`config.mk`:
```
export PLATFORM = sky130hd
export DESIGN_NAME = csr_top
export DESIGN_NICKNAME = d
export VERILOG_FILES = /design/src/source/csr_pkg.sv /design/src/source/csr_decode.sv /design/src/source/csr_execute.sv /design/src/source/csr_file.sv /design/src/source/csr_commit.sv /design/src/source/csr_top.sv
export SDC_FILE = /design/constraint.sdc
export NUM_CORES = 2
export LEC_CHECK = 0
export BUFFER_PORTS_ARGS = -buffer_cell sky130_fd_sc_hd__buf_2
export CORE_MARGIN = 2
export CORE_UTILIZATION = 30
export CTS_BUF_LIST = sky130_fd_sc_hd__clkbuf_16
export CTS_CLUSTER_DIAMETER = 60
export DETAILED_ROUTE_END_ITERATION = 8
export PLACE_DENSITY_LB_ADDON = 0.08
export SYNTH_ARGS = -nofsm -noshare
export SYNTH_HDL_FRONTEND = slang
export SYNTH_HIERARCHICAL = 1
export SYNTH_SLANG_ARGS = --single-unit
```
`constraint.sdc`:
```
create_clock -name clk -period 3.3 [get_ports clk]
set_input_delay 0 -clock clk [delete_from_list [all_inputs] [get_ports clk]]
set_output_delay 0 -clock clk [all_outputs]
set_load 0.05 [all_outputs]
```
`src/source/csr_pkg.sv`:
```
// Machine mode only; no interrupts, direct mtvec, ID registers read as zero
package csr_pkg;

  localparam int xlen       = 64;
  localparam int csr_addr_w = 12;

  localparam logic [csr_addr_w-1:0] addr_mstatus   = 12'h300;
  localparam logic [csr_addr_w-1:0] addr_misa      = 12'h301;
  localparam logic [csr_addr_w-1:0] addr_mie       = 12'h304;
  localparam logic [csr_addr_w-1:0] addr_mtvec     = 12'h305;
  localparam logic [csr_addr_w-1:0] addr_mscratch  = 12'h340;
  localparam logic [csr_addr_w-1:0] addr_mepc      = 12'h341;
  localparam logic [csr_addr_w-1:0] addr_mcause    = 12'h342;
  localparam logic [csr_addr_w-1:0] addr_mtval     = 12'h343;
  localparam logic [csr_addr_w-1:0] addr_mip       = 12'h344;
  localparam logic [csr_addr_w-1:0] addr_mcycle    = 12'hb00;
  localparam logic [csr_addr_w-1:0] addr_mvendorid = 12'hf11;
  localparam logic [csr_addr_w-1:0] addr_marchid   = 12'hf12;
  localparam logic [csr_addr_w-1:0] addr_mimpid    = 12'hf13;
  localparam logic [csr_addr_w-1:0] addr_mhartid   = 12'hf14;

  localparam logic [xlen-1:0] mstatus_reset = 64'h1888; // MPP=3, MPIE=1, MIE=1
  localparam logic [xlen-1:0] mie_reset     = 64'h888;
  localparam logic [xlen-1:0] misa_value    = 64'h8000_0000_0000_0100; // RV64, base I

  localparam int mstatus_mie_bit  = 3;
  localparam int mstatus_mpie_bit = 7;
  localparam int mstatus_mpp_lsb  = 11;

  localparam logic [xlen-1:0] cause_illegal = 64'd2;
  localparam logic [xlen-1:0] cause_ecall_m = 64'd11;

  localparam logic [6:0]  opcode_system = 7'h73;
  localparam logic [11:0] funct12_ecall = 12'h000;
  localparam logic [11:0] funct12_mret  = 12'h302;

  typedef enum logic [2:0] {
    op_none,
    op_write,
    op_set,
    op_clear,
    op_ecall,
    op_mret,
    op_illegal
  } csr_op_e;

  typedef struct packed {
    csr_op_e               op;
    logic [csr_addr_w-1:0] csr_addr;
    logic [4:0]            rd;
    logic [xlen-1:0]       operand;  // rs1 value or zero-extended uimm
    logic                  write_en;
    logic [xlen-1:0]       pc;
    logic [31:0]           instr;
  } decoded_t;

  typedef struct packed {
    csr_op_e         op;
    logic [4:0]      rd;
    logic [xlen-1:0] old_value;
    logic [xlen-1:0] pc;
    logic [31:0]     instr;
  } exec_t;

  typedef struct packed {
    logic [xlen-1:0] mstatus;
    logic [xlen-1:0] mtvec;
    logic [xlen-1:0] mepc;
  } csr_view_t;

  typedef struct packed {
    logic            enter;  // Trap entry
    logic            leave;  // mret
    logic [xlen-1:0] mepc;
    logic [xlen-1:0] mcause;
    logic [xlen-1:0] mtval;
    logic [xlen-1:0] mstatus;
  } trap_update_t;

  typedef struct packed {
    logic [4:0]      rd;
    logic [xlen-1:0] data;
  } wb_t;

endpackage

```
`src/source/csr_decode.sv`:
```
// Pure combinational; misa and the ID registers are read-only, any write to them traps
`timescale 1ns/100ps

module csr_decode import csr_pkg::*; (
  input  logic [31:0]     instr,
  input  logic [xlen-1:0] pc,
  input  logic [xlen-1:0] rs1_value,
  output decoded_t        dec
);

  logic [6:0]  opcode;
  logic [4:0]  rd;
  logic [2:0]  funct3;
  logic [4:0]  rs1;
  logic [11:0] funct12;
  logic        addr_known;
  logic        addr_ro;
  logic        wr_req;

  assign opcode  = instr[6:0];
  assign rd      = instr[11:7];
  assign funct3  = instr[14:12];
  assign rs1     = instr[19:15];
  assign funct12 = instr[31:20];

  // CSRRW always writes, set and clear only with a nonzero source field
  assign wr_req = (funct3[1:0] == 2'b01) || (rs1 != 5'd0);

  always_comb begin
    case (funct12)
      addr_mstatus, addr_misa, addr_mie, addr_mtvec, addr_mscratch,
      addr_mepc, addr_mcause, addr_mtval, addr_mip, addr_mcycle,
      addr_mvendorid, addr_marchid, addr_mimpid, addr_mhartid: addr_known = 1'b1;
      default: addr_known = 1'b0;
    endcase
  end

  always_comb begin
    case (funct12)
      addr_misa, addr_mvendorid, addr_marchid, addr_mimpid, addr_mhartid: addr_ro = 1'b1;
      default: addr_ro = 1'b0;
    endcase
  end

  always_comb begin
    dec.csr_addr = funct12;
    dec.rd       = rd;
    dec.operand  = funct3[2] ? xlen'(rs1) : rs1_value; // Immediate forms use uimm
    dec.write_en = 1'b0;
    dec.pc       = pc;
    dec.instr    = instr;
    dec.op       = op_none;
    if (opcode != opcode_system) begin
      dec.op = op_illegal;
    end else if (funct3 == 3'b000) begin
      case (funct12)
        funct12_ecall: dec.op = op_ecall;
        funct12_mret:  dec.op = op_mret;
        default:       dec.op = op_illegal;
      endcase
    end else begin
      case (funct3[1:0])
        2'b01:   dec.op = op_write;
        2'b10:   dec.op = op_set;
        2'b11:   dec.op = op_clear;
        default: dec.op = op_illegal; // funct3 100 is reserved
      endcase
      dec.write_en = wr_req;
      if (!addr_known || (wr_req && addr_ro)) begin
        dec.op = op_illegal;
      end
    end
  end

endmodule

```
`src/source/csr_execute.sv`:
```
// One instruction per cycle; the file read is combinational and sees all earlier writes
`timescale 1ns/100ps

module csr_execute import csr_pkg::*; (
  input  logic                  clk,
  input  logic                  rst,
  input  logic                  dec_valid,
  input  decoded_t              dec,
  input  logic [xlen-1:0]       rd_data,
  output logic [csr_addr_w-1:0] rd_addr,
  output logic                  wr_en,
  output logic [csr_addr_w-1:0] wr_addr,
  output logic [xlen-1:0]       wr_data,
  output logic                  ex_valid,
  output exec_t                 ex
);

  decoded_t stage;
  logic     valid;
  logic     is_csr_op;

  always_ff @(posedge clk) begin
    if (rst) begin
      valid <= 1'b0;
    end else begin
      valid <= dec_valid;
    end
  end

  always_ff @(posedge clk) begin
    if (dec_valid) begin
      stage <= dec;
    end
  end

  assign is_csr_op = (stage.op == op_write) || (stage.op == op_set) || (stage.op == op_clear);

  assign rd_addr = stage.csr_addr;
  assign wr_addr = stage.csr_addr;
  assign wr_en   = valid && is_csr_op && stage.write_en;

  // Read-modify-write on the current CSR value
  always_comb begin
    case (stage.op)
      op_set:   wr_data = rd_data | stage.operand;
      op_clear: wr_data = rd_data & ~stage.operand;
      default:  wr_data = stage.operand;
    endcase
  end

  assign ex_valid     = valid;
  assign ex.op        = stage.op;
  assign ex.rd        = stage.rd;
  assign ex.old_value = rd_data;  // Goes back to rd
  assign ex.pc        = stage.pc;
  assign ex.instr     = stage.instr;

endmodule

```
`src/source/csr_file.sv`:
```
// mip is plain storage, no interrupt logic; a trap update wins over a CSR write
`timescale 1ns/100ps

module csr_file import csr_pkg::*; (
  input  logic                  clk,
  input  logic                  rst,
  input  logic [csr_addr_w-1:0] rd_addr,
  input  logic                  wr_en,
  input  logic [csr_addr_w-1:0] wr_addr,
  input  logic [xlen-1:0]       wr_data,
  input  trap_update_t          trap_upd,
  output logic [xlen-1:0]       rd_data,
  output csr_view_t             view
);

  logic [xlen-1:0] mstatus;
  logic [xlen-1:0] mie;
  logic [xlen-1:0] mtvec;
  logic [xlen-1:0] mscratch;
  logic [xlen-1:0] mepc;
  logic [xlen-1:0] mcause;
  logic [xlen-1:0] mtval;
  logic [xlen-1:0] mip;
  logic [xlen-1:0] mcycle;

  // Write strobe for one address
  function automatic logic wr_hit(input logic [csr_addr_w-1:0] addr);
    return wr_en && (wr_addr == addr);
  endfunction

  always_ff @(posedge clk) begin
    if (rst) begin
      mstatus  <= mstatus_reset;
      mie      <= mie_reset;
      mtvec    <= '0;
      mscratch <= '0;
      mepc     <= '0;
      mcause   <= '0;
      mtval    <= '0;
      mip      <= '0;
    end else begin
      if (trap_upd.enter || trap_upd.leave) begin
        mstatus <= trap_upd.mstatus;
      end else if (wr_hit(addr_mstatus)) begin
        mstatus <= wr_data;
      end

      if (trap_upd.enter) begin  // Trap entry owns mepc, mcause and mtval
        mepc   <= trap_upd.mepc;
        mcause <= trap_upd.mcause;
        mtval  <= trap_upd.mtval;
      end else begin
        if (wr_hit(addr_mepc)) begin
          mepc <= wr_data;
        end
        if (wr_hit(addr_mcause)) begin
          mcause <= wr_data;
        end
        if (wr_hit(addr_mtval)) begin
          mtval <= wr_data;
        end
      end

      if (wr_hit(addr_mie)) begin
        mie <= wr_data;
      end
      if (wr_hit(addr_mtvec)) begin
        mtvec <= wr_data;  // Direct mode only
      end
      if (wr_hit(addr_mscratch)) begin
        mscratch <= wr_data;
      end
      if (wr_hit(addr_mip)) begin
        mip <= wr_data;
      end
    end
  end

  // Free-running cycle counter where a write replaces that cycle's increment
  always_ff @(posedge clk) begin
    if (rst) begin
      mcycle <= '0;
    end else if (wr_hit(addr_mcycle)) begin
      mcycle <= wr_data;
    end else begin
      mcycle <= mcycle + 64'd1;
    end
  end

  always_comb begin
    case (rd_addr)
      addr_mstatus:  rd_data = mstatus;
      addr_misa:     rd_data = misa_value;
      addr_mie:      rd_data = mie;
      addr_mtvec:    rd_data = mtvec;
      addr_mscratch: rd_data = mscratch;
      addr_mepc:     rd_data = mepc;
      addr_mcause:   rd_data = mcause;
      addr_mtval:    rd_data = mtval;
      addr_mip:      rd_data = mip;
      addr_mcycle:   rd_data = mcycle;  // Present value, not the next one
      default:       rd_data = '0;  // ID registers read as zero
    endcase
  end

  assign view.mstatus = mstatus;
  assign view.mtvec   = mtvec;
  assign view.mepc    = mepc;

endmodule

```
`src/source/csr_commit.sv`:
```
// Trap update is combinational in the execute cycle; strobes are registered and last one cycle
`timescale 1ns/100ps

module csr_commit import csr_pkg::*; (
  input  logic            clk,
  input  logic            rst,
  input  logic            ex_valid,
  input  exec_t           ex,
  input  csr_view_t       view,
  output trap_update_t    trap_upd,
  output logic            wb_valid,
  output wb_t             wb,
  output logic            redirect_valid,
  output logic [xlen-1:0] redirect_pc
);

  logic            is_trap;
  logic            is_ret;
  logic            is_csr_op;
  logic [xlen-1:0] status_next;

  assign is_trap   = ex_valid && ((ex.op == op_ecall) || (ex.op == op_illegal));
  assign is_ret    = ex_valid && (ex.op == op_mret);
  assign is_csr_op = (ex.op == op_write) || (ex.op == op_set) || (ex.op == op_clear);

  always_comb begin
    status_next = view.mstatus;
    if (is_trap) begin
      status_next[mstatus_mpie_bit]        = view.mstatus[mstatus_mie_bit];
      status_next[mstatus_mie_bit]         = 1'b0;
      status_next[mstatus_mpp_lsb +: 2]    = 2'b11;  // Trap taken into M mode
    end else if (is_ret) begin
      status_next[mstatus_mie_bit]  = view.mstatus[mstatus_mpie_bit];
      status_next[mstatus_mpie_bit] = 1'b1;
    end
  end

  assign trap_upd.enter   = is_trap;
  assign trap_upd.leave   = is_ret;
  assign trap_upd.mepc    = ex.pc;
  assign trap_upd.mcause  = (ex.op == op_ecall) ? cause_ecall_m : cause_illegal;
  assign trap_upd.mtval   = (ex.op == op_illegal) ? xlen'(ex.instr) : '0;
  assign trap_upd.mstatus = status_next;

  always_ff @(posedge clk) begin
    if (rst) begin
      wb_valid       <= 1'b0;
      redirect_valid <= 1'b0;
    end else begin
      wb_valid       <= ex_valid && is_csr_op && (ex.rd != 5'd0);
      redirect_valid <= is_trap || is_ret;
    end
  end

  always_ff @(posedge clk) begin
    wb.rd   <= ex.rd;
    wb.data <= ex.old_value;
    if (is_ret) begin
      redirect_pc <= view.mepc;
    end else begin
      redirect_pc <= {view.mtvec[xlen-1:2], 2'b00};
    end
  end

endmodule

```
`src/source/csr_top.sv`:
```
// Two-cycle latency from instr_valid to wb_valid or redirect_valid; no back-pressure
`timescale 1ns/100ps

module csr_top import csr_pkg::*; (
  input  logic            clk,
  input  logic            rst,
  input  logic            instr_valid,
  input  logic [31:0]     instr,
  input  logic [xlen-1:0] pc,
  input  logic [xlen-1:0] rs1_value,
  output logic            wb_valid,
  output wb_t             wb,
  output logic            redirect_valid,
  output logic [xlen-1:0] redirect_pc
);

  decoded_t              dec;
  exec_t                 ex;
  logic                  ex_valid;
  logic [csr_addr_w-1:0] rd_addr;
  logic [xlen-1:0]       rd_data;
  logic                  wr_en;
  logic [csr_addr_w-1:0] wr_addr;
  logic [xlen-1:0]       wr_data;
  csr_view_t             view;
  trap_update_t          trap_upd;

  csr_decode u_decode (
    .instr     (instr),
    .pc        (pc),
    .rs1_value (rs1_value),
    .dec       (dec)
  );

  csr_execute u_execute (
    .clk       (clk),
    .rst       (rst),
    .dec_valid (instr_valid),
    .dec       (dec),
    .rd_data   (rd_data),
    .rd_addr   (rd_addr),
    .wr_en     (wr_en),
    .wr_addr   (wr_addr),
    .wr_data   (wr_data),
    .ex_valid  (ex_valid),
    .ex        (ex)
  );

  csr_file u_file (
    .clk      (clk),
    .rst      (rst),
    .rd_addr  (rd_addr),
    .wr_en    (wr_en),
    .wr_addr  (wr_addr),
    .wr_data  (wr_data),
    .trap_upd (trap_upd),
    .rd_data  (rd_data),
    .view     (view)
  );

  csr_commit u_commit (
    .clk            (clk),
    .rst            (rst),
    .ex_valid       (ex_valid),
    .ex             (ex),
    .view           (view),
    .trap_upd       (trap_upd),
    .wb_valid       (wb_valid),
    .wb             (wb),
    .redirect_valid (redirect_valid),
    .redirect_pc    (redirect_pc)
  );

endmodule

```
==> impl_metrics.csv <==
group,metric,value,unit
setup_path,crit_required,3.93,ns
sta,finalCriticalPeriod,3.28,ns
setup_path,critPathLaunchType,"flop",
yosys,synth_cell_types,73,
yosys,synthArstFlopShare,0,
sta,tightest_slew,0.938,ns
power_and_ir_drop,power_density,504,nW/µm²
placed_design,hpwl,104,mm
power_and_ir_drop,ir_worst_vdd,401,µV
routing,wl_per_cell,23.2,µm
placed_design,place_inst,6397,
global_route,antenna_found_initial,2,
die,row_count,138,
global_route,grt_pass1_vias,33898,
cells_and_area,final_core_util,0.372,
sta,drv_slew,0,
yosys,ys_ff_latch,893,
setup_path,critPathKind,"reg -> reg",
yosys,yosysTopAreaCellShare,0.335,
routing,drcViolationCount,0,
yosys,synth_top_flop_cell,"dfxtp_1",
sta,relSlewSlack,0.374,
die,dieArea,145000,µm²
sta,fin_skew,0.0359,ns
clock_tree,clk_path_buf_depth,3,
global_route,grtUsageTotal,0.215,
routing,ant_nets,0,
sta,post-route-period-util,0.993,
die,die_y,381,µm
clock_tree,cts_buffers,117,
yosys,synth_cells,4699,
cells_and_area,synthToLayoutAreaGrowth,23.4,%
clock_tree,cts_num_sinks,893,
yosys,synth.top_cells.by_count,"712 x dfxtp_1, 707 x nand2_1, 534 x buf_4",
die,start_util,0.301,
die,dieWidth,381,µm
clock_tree,root_buffer,"clkbuf_16",
cells_and_area,num_antenna_cells,0,
sta,setup_tns,0,ns
sta,whs,0.0677,ns
cells_and_area,seqCellArea,19700,µm²
clock_tree,clkTransAtPathRegs,0.06,ns
cells_and_area,fillers,14489,
job,maxCapViolations,0,
routing,firstDrtPassIters,6,
sta,rsz0062_at_grt,"true",
setup_path,endpoint_kind,"flop",
yosys,synth_edf_count,181,
yosys,syn_avg_cell_area,9.06,µm²
yosys,synth_area,42600,µm²
routing,vias_per_cell,4.96,
cells_and_area,layout.nets,5105,
die,ioPinCount,298,
placed_design,portBuffers,297,
placed_design,gp_congestion,0.798,
global_route,grt_first_pass_wirelength,234,mm
clock_tree,cts_tree,"yes",
cells_and_area,multi_input_area,17500,µm²
sta,setup_violations,0,
setup_path,cp.arrival,3.90,ns
yosys,ys_top_cells_by_area,"dfxtp_1 33%, edfxtp_1 13%, buf_4 9.4%",
routing,drt_iter0_drc,2501,
yosys,yosysSeqAreaShare,0.463,
sta,max_freq,305,MHz
routing,drt_wl_total,161,mm
global_route,grt_max_degree,105,
routing,via_count,34393,
yosys,ys.warnings.count,6,
cells_and_area,final_cells,6934,
yosys,yosysMostFrequentCell,"dfxtp_1",
cells_and_area,drive_gt1_frac,0.205,
global_route,grt-ovfl-total,0,
outcome,status,"complete, no violations",
power_and_ir_drop,p_leak,20.0,nW
setup_path,worst-path-max-fanout,7,
clock_tree,h-tree-depth,3,
clock_tree,worstSkewPairLatency,0.77,ns
sta,hold_violations,0,
die,core-area,141000,µm²
worst_hold_path,hold_path.class,"in -> reg",
yosys,synth_largest_area_cell,"dfxtp_1",
## per-stage QoR
step	total power [mW]	instance area (µm²)	setup WS, ns
finish	26.5	52500	0.0233
global route	27.4	52500	-0.0824
global placement	13.5	45100	-0.0358
floorplan	13.1	42900	0.0409
detailed placement	13.5	45100	-0.0955
CTS	26.8	51900	0.0397
## what timing repair did
action                     in CTS  in global routing
setup endpoints to repair      59                222
pin swaps                       1                 22
setup buffers                   4                 26
cloned                          2                  4
gates resized for setup         6                 84
hold endpoints to repair      365                  0
hold buffers                  279                  0
## logic make-up after synthesis
logic type	share of synthesized area
buffers and inverters	0.142
other	0.000176
multiplexers	0.0657
flip-flops	0.463
AO/OA/AOI/OAI	0.144
adder cells (fa/ha/maj)	0.000294
AND/OR/NAND/NOR	0.176
XOR/XNOR	0.00885
## layer usage
metal	share of wire	vias up	GRT usage	wire, µm
li1	-	16416	-	-
met1	0.47	16994	0.296	75500
met2	0.46	774	0.345	73500
met3	0.046	209	0.0334	7350
met4	0.030	0	0.0689	4850
met5	0	-	0	0
## sequential cells by signal (all words and copies together) (netlist names)
register	flops
u_commit/wb	69
u_execute/ex	104
u_commit/wb_valid	1
u_commit/redirect_pc	64
u_execute/rd_addr	12
u_file/mcycle	64
u_file/mtval	64
u_file/mie	64
u_execute/ex_valid	1
u_commit/redirect_valid	1
u_execute/stage	65
u_file/mtvec	64
u_file/mcause	64
u_file/mepc	64
u_file/mip	64
u_file/mscratch	64
u_file/mstatus	64
## layout make-up
type,count,share of cell area
well taps,1890,0.0450
multi-input cells,2888,0.334
flip-flops and latches,893,0.375
clock buffers,119,0.0567
repair buffers,961,0.166
clock inverters,103,0.0169
inverters,80,0.00600
## report_power, final
part	total [mW]	switching (mW)	internal (mW)
combinational	1.96	1.05	0.905
clock	12.9	5.30	7.55
sequential	11.7	0.194	11.5
## worst paths after layout
kind | startpoint | endpoint | slack (ns) | cells past startpoint
min reg2reg | u_execute/ex[162]$_DFFE_PP_ | u_commit/wb[66]$_DFF_P_ | 0.37 | 0
max | u_execute/rd_addr[3]$_DFFE_PP_ | u_file/mepc[11]$_SDFFE_PP0P_ | 0.02 | 13
max reg2reg | u_execute/rd_addr[3]$_DFFE_PP_ | u_file/mepc[11]$_SDFFE_PP0P_ | 0.02 | 13
min | rs1_value[57] | u_execute/stage[154]$_DFFE_PP_ | 0.07 | 3
## worst max-delay path: stages, from the launching register on
cell,delay [ns]
edfxtp_1,0.56
or4bb_4,0.62
nor4_4,0.19
buf_4,0.18
nor2b_4,0.19
buf_8,0.17
buf_16,0.19
buf_12,0.13
a22oi_1,0.06
nand3_1,0.11
nor2b_1,0.14
a22o_2,0.22
nor3_1,0.07
a2111oi_0,0.30
## cell usage in the layout (no fill, tap or decap), types with 121 or more instances in the layout
cell type / count
buf_4: 256
clkbuf_16: 123
nor2_1: 297
mux2i_1: 158
a21oi_1: 260
buf_2: 294
edfxtp_1: 181
nor3_1: 220
dlygate4sd3_1: 279
nand2_1: 705
nor2b_1: 121
dfxtp_1: 712
No activity file was read; power rests on OpenSTA's default activity.
